File: config.mk
export PLATFORM = sky130hd
export DESIGN_NAME = execute_stage
export DESIGN_NICKNAME = d
export VERILOG_FILES = /design/src/exe_pkg.sv /design/src/muldiv_pkg.sv /design/src/alu_branch.sv /design/src/div_unit.sv /design/src/mul_unit.sv /design/src/execute_stage.sv
export SDC_FILE = /design/constraint.sdc
export NUM_CORES = 2
export LEC_CHECK = 0
export ABC_AREA = 1
export BUFFER_PORTS_ARGS = -buffer_cell sky130_fd_sc_hd__buf_2
export CORE_MARGIN = 2
export CORE_UTILIZATION = 57
export DETAILED_ROUTE_END_ITERATION = 12
export GPL_ROUTABILITY_DRIVEN = 1
export PLACE_DENSITY = 0.82
export SYNTH_ARGS = -nofsm -noshare
export SYNTH_HDL_FRONTEND = slang
export SYNTH_HIERARCHICAL = 1
export SYNTH_SLANG_ARGS = --single-unit
File: constraint.sdc
create_clock -name clk -period 6.4 [get_ports clk]
set_clock_uncertainty 0.15 [all_clocks]
set_input_delay 0.96 -clock clk [delete_from_list [all_inputs] [get_ports clk]]
set_output_delay 0.96 -clock clk [all_outputs]
set_load 0.05 [all_outputs]
File: src/exe_pkg.sv
package exe_pkg;

    localparam int xlen      = 32;
    localparam int exe_fun_w = 5;

    // single-cycle alu functions
    localparam logic [exe_fun_w-1:0] alu_add    = 5'd0;
    localparam logic [exe_fun_w-1:0] alu_sub    = 5'd1;
    localparam logic [exe_fun_w-1:0] alu_and    = 5'd2;
    localparam logic [exe_fun_w-1:0] alu_or     = 5'd3;
    localparam logic [exe_fun_w-1:0] alu_xor    = 5'd4;
    localparam logic [exe_fun_w-1:0] alu_sll    = 5'd5;
    localparam logic [exe_fun_w-1:0] alu_srl    = 5'd6;
    localparam logic [exe_fun_w-1:0] alu_sra    = 5'd7;
    localparam logic [exe_fun_w-1:0] alu_slt    = 5'd8;
    localparam logic [exe_fun_w-1:0] alu_sltu   = 5'd9;
    localparam logic [exe_fun_w-1:0] alu_jalr   = 5'd10;
    localparam logic [exe_fun_w-1:0] alu_copy1  = 5'd11;

    // rv32m codes for the multicycle units
    localparam logic [exe_fun_w-1:0] alu_mul    = 5'd12;
    localparam logic [exe_fun_w-1:0] alu_mulh   = 5'd13;
    localparam logic [exe_fun_w-1:0] alu_mulhsu = 5'd14;
    localparam logic [exe_fun_w-1:0] alu_mulhu  = 5'd15;
    localparam logic [exe_fun_w-1:0] alu_div    = 5'd16;
    localparam logic [exe_fun_w-1:0] alu_divu   = 5'd17;
    localparam logic [exe_fun_w-1:0] alu_rem    = 5'd18;
    localparam logic [exe_fun_w-1:0] alu_remu   = 5'd19;

    localparam logic [exe_fun_w-1:0] br_beq     = 5'd20;
    localparam logic [exe_fun_w-1:0] br_bne     = 5'd21;
    localparam logic [exe_fun_w-1:0] br_blt     = 5'd22;
    localparam logic [exe_fun_w-1:0] br_bge     = 5'd23;
    localparam logic [exe_fun_w-1:0] br_bltu    = 5'd24;
    localparam logic [exe_fun_w-1:0] br_bgeu    = 5'd25;

endpackage

File: src/muldiv_pkg.sv
package muldiv_pkg;

    localparam int half_w   = 32;
    localparam int res_w    = 2 * half_w;
    localparam int md_w     = half_w + 1;  // extra sign bit for s/u forms
    localparam int md_cnt_w = 6;

    // one 64-bit word, read as a product or as a divide result
    typedef union packed {
        struct packed {
            logic [half_w-1:0] hi;
            logic [half_w-1:0] lo;
        } prod;
        struct packed {
            logic [half_w-1:0] rem;
            logic [half_w-1:0] quo;
        } qr;
    } muldiv_result;

endpackage

File: src/alu_branch.sv
module alu_branch (
    input  logic [exe_pkg::exe_fun_w-1:0] exe_fun,
    input  logic [exe_pkg::xlen-1:0]      op1_data,
    input  logic [exe_pkg::xlen-1:0]      op2_data,
    input  logic [exe_pkg::xlen-1:0]      pc,
    input  logic [exe_pkg::xlen-1:0]      imm_b,
    input  logic [exe_pkg::xlen-1:0]      imm_j,
    input  logic                          jmp_pc_flg,
    input  logic                          jmp_reg_flg,
    input  logic [exe_pkg::xlen-1:0]      held_result,
    output logic [exe_pkg::xlen-1:0]      alu_out,
    output logic                          br_taken,
    output logic [exe_pkg::xlen-1:0]      branch_target
);
    import exe_pkg::*;

    logic [xlen-1:0] sum;
    logic            lt_s;
    logic            lt_u;
    logic            eq;
    logic            br_cond;

    assign sum  = op1_data + op2_data;
    assign lt_s = $signed(op1_data) < $signed(op2_data);
    assign lt_u = op1_data < op2_data;
    assign eq   = op1_data == op2_data;

    always_comb begin
        case (exe_fun)
            alu_add:   alu_out = sum;
            alu_sub:   alu_out = op1_data - op2_data;
            alu_and:   alu_out = op1_data & op2_data;
            alu_or:    alu_out = op1_data | op2_data;
            alu_xor:   alu_out = op1_data ^ op2_data;
            alu_sll:   alu_out = op1_data << op2_data[4:0];
            alu_srl:   alu_out = op1_data >> op2_data[4:0];
            alu_sra:   alu_out = $unsigned($signed(op1_data) >>> op2_data[4:0]);
            alu_slt:   alu_out = {{(xlen-1){1'b0}}, lt_s};
            alu_sltu:  alu_out = {{(xlen-1){1'b0}}, lt_u};
            alu_jalr:  alu_out = {sum[xlen-1:1], 1'b0};  // lsb cleared
            alu_copy1: alu_out = op1_data;
            alu_mul, alu_mulh, alu_mulhsu, alu_mulhu,
            alu_div, alu_divu, alu_rem, alu_remu:
                alu_out = held_result;  // from the multicycle units
            default:   alu_out = '0;
        endcase
    end

    always_comb begin
        case (exe_fun)
            br_beq:  br_cond = eq;
            br_bne:  br_cond = !eq;
            br_blt:  br_cond = lt_s;
            br_bge:  br_cond = !lt_s;
            br_bltu: br_cond = lt_u;
            br_bgeu: br_cond = !lt_u;
            default: br_cond = 1'b0;
        endcase
    end

    assign br_taken = jmp_pc_flg || jmp_reg_flg || br_cond;

    assign branch_target = jmp_pc_flg  ? pc + imm_j :
                           jmp_reg_flg ? sum :
                           pc + imm_b;

endmodule

File: src/div_unit.sv
module div_unit (
    input  logic                         clk,
    input  logic                         reset,
    input  logic                         start,
    input  logic [muldiv_pkg::md_w-1:0]  dividend,
    input  logic [muldiv_pkg::md_w-1:0]  divisor,
    output logic                         ready,
    output logic                         done,
    output muldiv_pkg::muldiv_result     result
);
    import muldiv_pkg::*;

    logic                busy;
    logic [md_cnt_w-1:0] cnt;
    logic [md_w-1:0]     quo;   // dividend magnitude shifts out, quotient bits in
    logic [md_w-1:0]     rem;
    logic [md_w-1:0]     dmag;
    logic                q_neg;
    logic                r_neg;
    logic [md_w:0]       shifted;
    logic [md_w+1:0]     diff;
    logic                diff_neg;
    logic [md_w-1:0]     q_fix;
    logic [md_w-1:0]     r_fix;
    logic                zero_div;

    assign zero_div = divisor == '0;
    assign shifted  = {rem, quo[md_w-1]};
    assign diff     = {1'b0, shifted} - {2'b00, dmag};
    assign diff_neg = diff[md_w+1];
    assign q_fix    = q_neg ? -quo : quo;
    assign r_fix    = r_neg ? -rem : rem;

    always_ff @(posedge clk) begin
        if (reset) begin
            busy  <= 1'b0;
            ready <= 1'b1;
            done  <= 1'b0;
            cnt   <= '0;
        end else begin
            done <= 1'b0;
            if (start && ready) begin
                ready <= 1'b0;
                cnt   <= '0;
                if (zero_div)
                    done <= 1'b1;  // nothing to iterate
                else
                    busy <= 1'b1;
            end else if (busy) begin
                cnt <= cnt + 1'b1;
                if (cnt == md_cnt_w'(md_w)) begin  // sign fix cycle
                    busy <= 1'b0;
                    done <= 1'b1;
                end
            end else if (done) begin
                ready <= 1'b1;
            end
        end
    end

    always_ff @(posedge clk) begin
        if (start && ready) begin
            quo   <= dividend[md_w-1] ? -dividend : dividend;
            dmag  <= divisor[md_w-1] ? -divisor : divisor;
            rem   <= '0;
            q_neg <= dividend[md_w-1] ^ divisor[md_w-1];
            r_neg <= dividend[md_w-1];
            if (zero_div) begin
                result.qr.quo <= '1;
                result.qr.rem <= dividend[half_w-1:0];
            end
        end else if (busy) begin
            if (cnt < md_cnt_w'(md_w)) begin
                rem <= diff_neg ? shifted[md_w-1:0] : diff[md_w-1:0];  // restore on borrow
                quo <= {quo[md_w-2:0], !diff_neg};
            end else begin
                result.qr.quo <= q_fix[half_w-1:0];
                result.qr.rem <= r_fix[half_w-1:0];
            end
        end
    end

endmodule

File: src/mul_unit.sv
module mul_unit (
    input  logic                         clk,
    input  logic                         reset,
    input  logic                         start,
    input  logic [muldiv_pkg::md_w-1:0]  multiplicand,
    input  logic [muldiv_pkg::md_w-1:0]  multiplier,
    output logic                         ready,
    output logic                         done,
    output muldiv_pkg::muldiv_result     result
);
    import muldiv_pkg::*;

    logic                busy;
    logic [md_cnt_w-1:0] cnt;
    logic [2*md_w-1:0]   mcand_sh;  // sign-extended, shifts left each step
    logic [md_w-1:0]     mplier;
    logic [2*md_w-1:0]   acc;
    logic [2*md_w-1:0]   next_acc;
    logic                last;

    assign last = cnt == md_cnt_w'(md_w - 1);

    // msb of the multiplier has negative weight
    assign next_acc = !mplier[0] ? acc :
                      last       ? acc - mcand_sh :
                      acc + mcand_sh;

    always_ff @(posedge clk) begin
        if (reset) begin
            busy  <= 1'b0;
            ready <= 1'b1;
            done  <= 1'b0;
            cnt   <= '0;
        end else begin
            done <= 1'b0;
            if (start && ready) begin
                busy  <= 1'b1;
                ready <= 1'b0;
                cnt   <= '0;
            end else if (busy) begin
                cnt <= cnt + 1'b1;
                if (last) begin
                    busy <= 1'b0;
                    done <= 1'b1;
                end
            end else if (done) begin
                ready <= 1'b1;
            end
        end
    end

    always_ff @(posedge clk) begin
        if (start && ready) begin
            mcand_sh <= {{md_w{multiplicand[md_w-1]}}, multiplicand};
            mplier   <= multiplier;
            acc      <= '0;
        end else if (busy) begin
            mcand_sh <= mcand_sh << 1;
            mplier   <= mplier >> 1;
            acc      <= next_acc;
        end
    end

    assign result = acc[res_w-1:0];  // top two bits are sign only

endmodule

File: src/execute_stage.sv
module execute_stage (
    input  logic                          clk,
    input  logic                          reset,
    input  logic                          exe_valid,
    input  logic [63:0]                   exe_inst_id,
    input  logic [exe_pkg::exe_fun_w-1:0] exe_fun,
    input  logic [exe_pkg::xlen-1:0]      op1_data,
    input  logic [exe_pkg::xlen-1:0]      op2_data,
    input  logic [exe_pkg::xlen-1:0]      imm_b,
    input  logic [exe_pkg::xlen-1:0]      imm_j,
    input  logic                          jmp_pc_flg,
    input  logic                          jmp_reg_flg,
    input  logic [exe_pkg::xlen-1:0]      pc,
    input  logic                          pipeline_flush,
    output logic                          mem_valid,
    output logic [exe_pkg::xlen-1:0]      alu_out,
    output logic                          branch_hazard,
    output logic [exe_pkg::xlen-1:0]      branch_target,
    output logic                          calc_stall
);
    import exe_pkg::*;
    import muldiv_pkg::*;

    logic            is_div;
    logic            is_mul;
    logic            calc_started;   // a unit is working for this stage
    logic            calc_finished;
    logic [63:0]     saved_inst_id;
    logic [xlen-1:0] held_result;
    logic            may_start;
    logic            can_start;
    logic            div_start;
    logic            mul_start;
    logic            div_ready;
    logic            mul_ready;
    logic            div_done;
    logic            mul_done;
    logic            div_signed;
    logic            mul_a_signed;
    logic            mul_b_signed;
    logic [md_w-1:0] div_a;
    logic [md_w-1:0] div_b;
    logic [md_w-1:0] mul_a;
    logic [md_w-1:0] mul_b;
    muldiv_result    div_res;
    muldiv_result    mul_res;
    muldiv_result    unit_res;
    logic            unit_done;
    logic            br_taken;

    assign is_div = exe_fun inside {alu_div, alu_divu, alu_rem, alu_remu};
    assign is_mul = exe_fun inside {alu_mul, alu_mulh, alu_mulhsu, alu_mulhu};

    assign div_signed   = exe_fun inside {alu_div, alu_rem};
    assign mul_a_signed = exe_fun inside {alu_mul, alu_mulh, alu_mulhsu};
    assign mul_b_signed = exe_fun inside {alu_mul, alu_mulh};  // op2 stays unsigned for mulhsu

    assign div_a = {div_signed && op1_data[xlen-1], op1_data};
    assign div_b = {div_signed && op2_data[xlen-1], op2_data};
    assign mul_a = {mul_a_signed && op1_data[xlen-1], op1_data};
    assign mul_b = {mul_b_signed && op2_data[xlen-1], op2_data};

    // same inst_id as the last finished one reuses the held result
    assign may_start = !(calc_finished && saved_inst_id == exe_inst_id);
    assign can_start = exe_valid && may_start && !calc_started && !pipeline_flush;
    assign div_start = can_start && is_div && div_ready;
    assign mul_start = can_start && is_mul && mul_ready;

    assign unit_done = is_div ? div_done : mul_done;
    assign unit_res  = is_div ? div_res : mul_res;

    assign calc_stall    = exe_valid && (is_div || is_mul) && may_start;
    assign mem_valid     = exe_valid && !calc_stall;
    assign branch_hazard = exe_valid && br_taken;

    always_ff @(posedge clk) begin
        if (reset || pipeline_flush) begin
            calc_started  <= 1'b0;
            calc_finished <= 1'b0;
        end else if (div_start || mul_start) begin
            calc_started  <= 1'b1;
            calc_finished <= 1'b0;
        end else if (calc_started && unit_done) begin
            calc_started  <= 1'b0;
            calc_finished <= 1'b1;
        end
    end

    always_ff @(posedge clk) begin
        if (calc_started && unit_done && !pipeline_flush) begin
            saved_inst_id <= exe_inst_id;
            case (exe_fun)
                alu_mul:                        held_result <= unit_res.prod.lo;
                alu_mulh, alu_mulhsu, alu_mulhu: held_result <= unit_res.prod.hi;
                alu_div, alu_divu:              held_result <= unit_res.qr.quo;
                default:                        held_result <= unit_res.qr.rem;
            endcase
        end
    end

    alu_branch u_alu_branch (
        .exe_fun       (exe_fun),
        .op1_data      (op1_data),
        .op2_data      (op2_data),
        .pc            (pc),
        .imm_b         (imm_b),
        .imm_j         (imm_j),
        .jmp_pc_flg    (jmp_pc_flg),
        .jmp_reg_flg   (jmp_reg_flg),
        .held_result   (held_result),
        .alu_out       (alu_out),
        .br_taken      (br_taken),
        .branch_target (branch_target)
    );

    div_unit u_div_unit (
        .clk      (clk),
        .reset    (reset),
        .start    (div_start),
        .dividend (div_a),
        .divisor  (div_b),
        .ready    (div_ready),
        .done     (div_done),
        .result   (div_res)
    );

    mul_unit u_mul_unit (
        .clk          (clk),
        .reset        (reset),
        .start        (mul_start),
        .multiplicand (mul_a),
        .multiplier   (mul_b),
        .ready        (mul_ready),
        .done         (mul_done),
        .result       (mul_res)
    );

endmodule

==> impl_summary.txt <==
----------------------------------------------------
[Die]
  Count of boundary I/O pins ... 302
  Die area ... 85,090 um^2
  Die height ... 291.7 um
  Area of the core ... 81,980 um^2
  Starting density of the core ... 57.55%
  Die width ... 291.7 um
  Standard-cell row count ... 105

[Critical path]
  Data arrival at the endpoint of the critical path ... 4.28 ns
  Element type at the critical path end ... output port
  Capture instance of the worst register-to-register path ... u_mul_unit/acc[63]$_SDFFE_PP0P_
  Internal reg-to-reg setup slack ... 1.55 ns
  Biggest fanout along the worst timing path ... 7
  Required arrival time at the worst endpoint ... 5.29 ns
  Sort of element at the start of the critical path ... primary input
  CP Buf/Inv Count ... 3
  Start of the worst register-to-register path ... u_mul_unit/cnt[0]$_SDFFE_PP0P_
  Register-to-Register Path Depth ... 24
  Largest delay share family, worst path ... simple AND/OR/NAND/NOR gates
  Critical Path Slowest Stage Cell ... nor4_1
  Startpoint-to-endpoint class of the critical path ... primary input to output port
  Longest individual stage delay on the worst path ... 0.74 ns
  Cell with the most instances on the worst path ... buf_2
  Cell breakdown of the critical path ... buf_2, ha_1, inv_1, fa_1, nand3b_1, nand2_1, xor2_1, nor2_1, nor4_1, nand3_1, buf_2

[Place]
  I/O Buffers ... 301
  Post-placement cell count ... 8,752
  Placement Cell Area ... 49,330 um^2
  Post-placement setup slack ... 1.134 ns
  Hpwl dp ... 162,600 um
  Final estimated routing congestion in global placement ... 1.114

[Synthesis]
  Cell types with the largest area share after synthesis ... edfxtp_1 (21%), nand2_1 (19%), inv_1 (8.5%)
  Top cell type's share of synthesized area ... 20.68%
  Simple-gate share of the synthesized area ... 37.64%
  Post-synthesis instance area ... 47,180 um^2
  Synth Area in Compound Gates ... 13.62%
  Unique masters post-synth ... 72
  Total nets after synthesis ... 8,068
  Multiplexer fraction of the synthesized cell area ... 0.7213%
  Combinational family with the most area after synthesis ... simple AND/OR/NAND/NOR gates
  Prevailing post-synth register cell ... edfxtp_1
  Average cell area after synthesis ... 6.248 um^2
  EDFF count, synth ... 325
  Post-synthesis adder-cell area fraction ... 7.547%
  Area share of xor/xnor cells in the synthesized design ... 3.601%
  Sequential fraction of the synthesis area ... 25.65%
  Synth async-reset ratio ... 0%
  Gate count after technology mapping ... 7,552
  Register bit count reported by yosys ... 442
  Library cell with the largest summed area after synthesis ... edfxtp_1
  Synth warn ... 6

[Timing]
  Post-route fraction of the period consumed by the critical path ... 84.28%
  Final Max Tran Viols ... 0
  Fin crit period ... 5.394 ns
  Remaining max-slew budget at the tightest pin ... 18.12%
  Setup repair after global routing missed its margin ... false
  Slack of the critical path ... 1.006 ns
  WHS ... 0.3038 ns
  Highest clock rate ... 0.1854 GHz
  Final hold violation count ... 0
  Final TNS setup ... 0 ns
  Final setup viols ... 0
  Slew at the pin closest to its max-slew limit ... 1.228 ns

[Drt]
  Remaining DRCs ... 0
  Number of nets still failing antenna checks after routing ... 0
  Detail-routed via count per cell ... 6.127
  Via count ... 54,240
  Iteration-0 DRC count of the detailed router ... 7,773
  Drt pass-1 iters ... 7
  WL per Instance ... 23.09 um
  Total Wirelength ... 204,400 um

[Clock tree]
  Worst-path clk slew ... 0.06 ns
  H-Tree Depth ... 2
  Clock insertion delay at the later pin of the skew report ... 0.64 ns
  Clock tree from TritonCTS ... done
  Maximum count of clock buffers along a single path ... 3
  CTS Root Buffer Type ... clkbuf_16
  Post-CTS Repair Setup Buffers ... 0
  Cts hold-fix bufs ... 0
  Number of CTS-inserted buffers ... 50
  Clk sinks ... 442
  Resize count post-CTS ... 0

[Power and ir drop]
  Leak Pwr ... 25.81 nW
  Overall power of the completed layout ... 11.01 mW
  Comb power frac ... 39.0%
  Portion of total power attributed to sequential cells ... 31.9%
  Power per Cell Area ... 215.2 nW/um^2
  Power dissipated by switching net loads ... 4.650 mW
  Worst VDD drop ... 0.0003136 V
  Clock group share of total power ... 29.1%
  Net switching share of the total power ... 42.24%
  Cell internal pwr ... 6.360 mW

[Global route]
  Global-route track usage on met1 ... 57.34%
  Wire length of the first global-routing pass ... 298,900 um
  Aggregate global-route resource usage ... 46.18%
  Layer carrying the most global-route usage ... met2
  Met2 layer usage reported by global route ... 70.13%
  Maximum number of pins on one net before global-route repair ... 102
  Via count of the first global-routing pass ... 49,990
  Antenna violations before repair ... 14
  Total global routing overflow ... 0
  Met3 track demand over resource in global routing ... 10.31%

[Worst hold path]
  Start point of the worst hold path ... u_div_unit/cnt[5]$_SDFFE_PP0P_
  Min-Delay Path Class ... flip-flop to flip-flop
  Worst Hold Path EP ... u_div_unit/cnt[5]$_SDFFE_PP0P_
  Hold-critical path depth ... 1

[Final layout]
  Final design utilization ... 62.41%
  Relative area change from synthesis to final layout ... 8.430%
  Total number of nets in the final design ... 8,250
  Final cell count without fillers ... 8,853
  Share of final-layout standard cells stronger than drive strength 1 ... 8.462%
  Post-route design area ... 51,160 um^2

[Job]
  Maxcap violations ... 0

[Run status]
  Outcome ... finished, final reports clean

----------------------------------------------------
-- registers in the layout, summed over array words and instances, names as in the netlist, 33 cells and up --
signal	flops
saved_inst_id	64
u_div_unit/result	64
u_mul_unit/acc	64
u_mul_unit/mcand_sh	64
u_div_unit/dmag	33
u_div_unit/quo	33
u_div_unit/rem	33
u_mul_unit/mplier	33
-- final cells by class --
cell class,instances,area [um^2]
clock inverters,43,551.8
fillers,7642,30820
repair buffers,349,1879
multi-input cells,5784,29830
clock buffers,51,1255
flip-flops and latches,442,12100
inverters,1107,4180
well taps,1070,1339
diodes,7,17.52
-- how the worst max path moves through the flow --
| stage | start | end | cells past startpoint |
|---|---|---|---|
| floorplan | exe_fun[2] | held_result[0]$_DFFE_PP_ | 8 |
| global placement | op1_data[0] | alu_out[4] | 11 |
| detailed placement | op1_data[0] | alu_out[4] | 11 |
| CTS | op1_data[0] | alu_out[4] | 11 |
| global route | op1_data[0] | alu_out[10] | 17 |
| finish | op1_data[0] | alu_out[4] | 11 |
-- worst reg2reg max path, cell delays in order, from the launching register on --
cell and delay, ns:
dfxtp_1 0.33, inv_1 0.08, ha_1 0.18, nand3_2 0.23
buf_4 0.35, inv_2 0.49, nor2_1 0.16, a21oi_1 0.23
o21ai_0 0.15, xor2_1 0.21, ha_1 0.37, nand2_1 0.12
nor2_1 0.19, inv_1 0.08, nor2_1 0.09, nand2_1 0.07
nand2_1 0.19, nand2_1 0.08, nand2_1 0.32, nand2_1 0.15
nand3_1 0.17, nand3_1 0.10, nand2_1 0.10, inv_1 0.05
nor2_1 0.12
-- cell usage after synthesis (all sizes together) (19+ instances only) --
master,number
nand4,108
nand3b,26
edfxtp,325
o21a,19
dfxtp,117
a21oi,365
or2,51
o21bai,73
o21ai,447
nand2,2370
o211ai,90
nor2,797
nand3,672
xnor2,52
ha,275
o22ai,23
xor2,142
o221ai,35
inv,1105
nor4,25
nor3,100
clkbuf,84
buf,135
mux2i,34
-- metal layers --
metal,part of all wire (%),vias up
met5,0.056,-
met4,9.1,12
met3,12,819
met2,42,3667
met1,36,24780
li1,-,24960
-- cell families after synthesis --
logic type / after synthesis
and+or+nand+nor: 4169
buffers and inverters: 1326
AOI/OAI and AO/OA: 1106
DFF: 442
adders and majority gates: 281
xor gates and xnor gates: 194
muxes: 34
-- placed cells by master (no fill, tap or decap), drive strengths merged, types with 52 or more instances in the layout --
master / n
xor2: 142
nand4: 108
nor2: 797
o211ai: 90
o21bai: 73
a21oi: 365
buf: 349
xnor2: 52
inv: 1118
nand2: 2370
nor3: 100
o21ai: 447
nand3: 672
edfxtp: 325
ha: 275
dfxtp: 117
-- power groups by stage --
stage / combinational, mW / clock (mW) / sequential, mW
after detailed placement: 4.08 / 0 / 3.55
after global placement: 4.02 / 0 / 3.54
after CTS: 4.12 / 3.21 / 3.49
after floorplan: 2.82 / 0 / 3.41
after global routing: 4.61 / 3.31 / 3.52
final: 4.29 / 3.20 / 3.52
(Power assumes the default switching activity.)
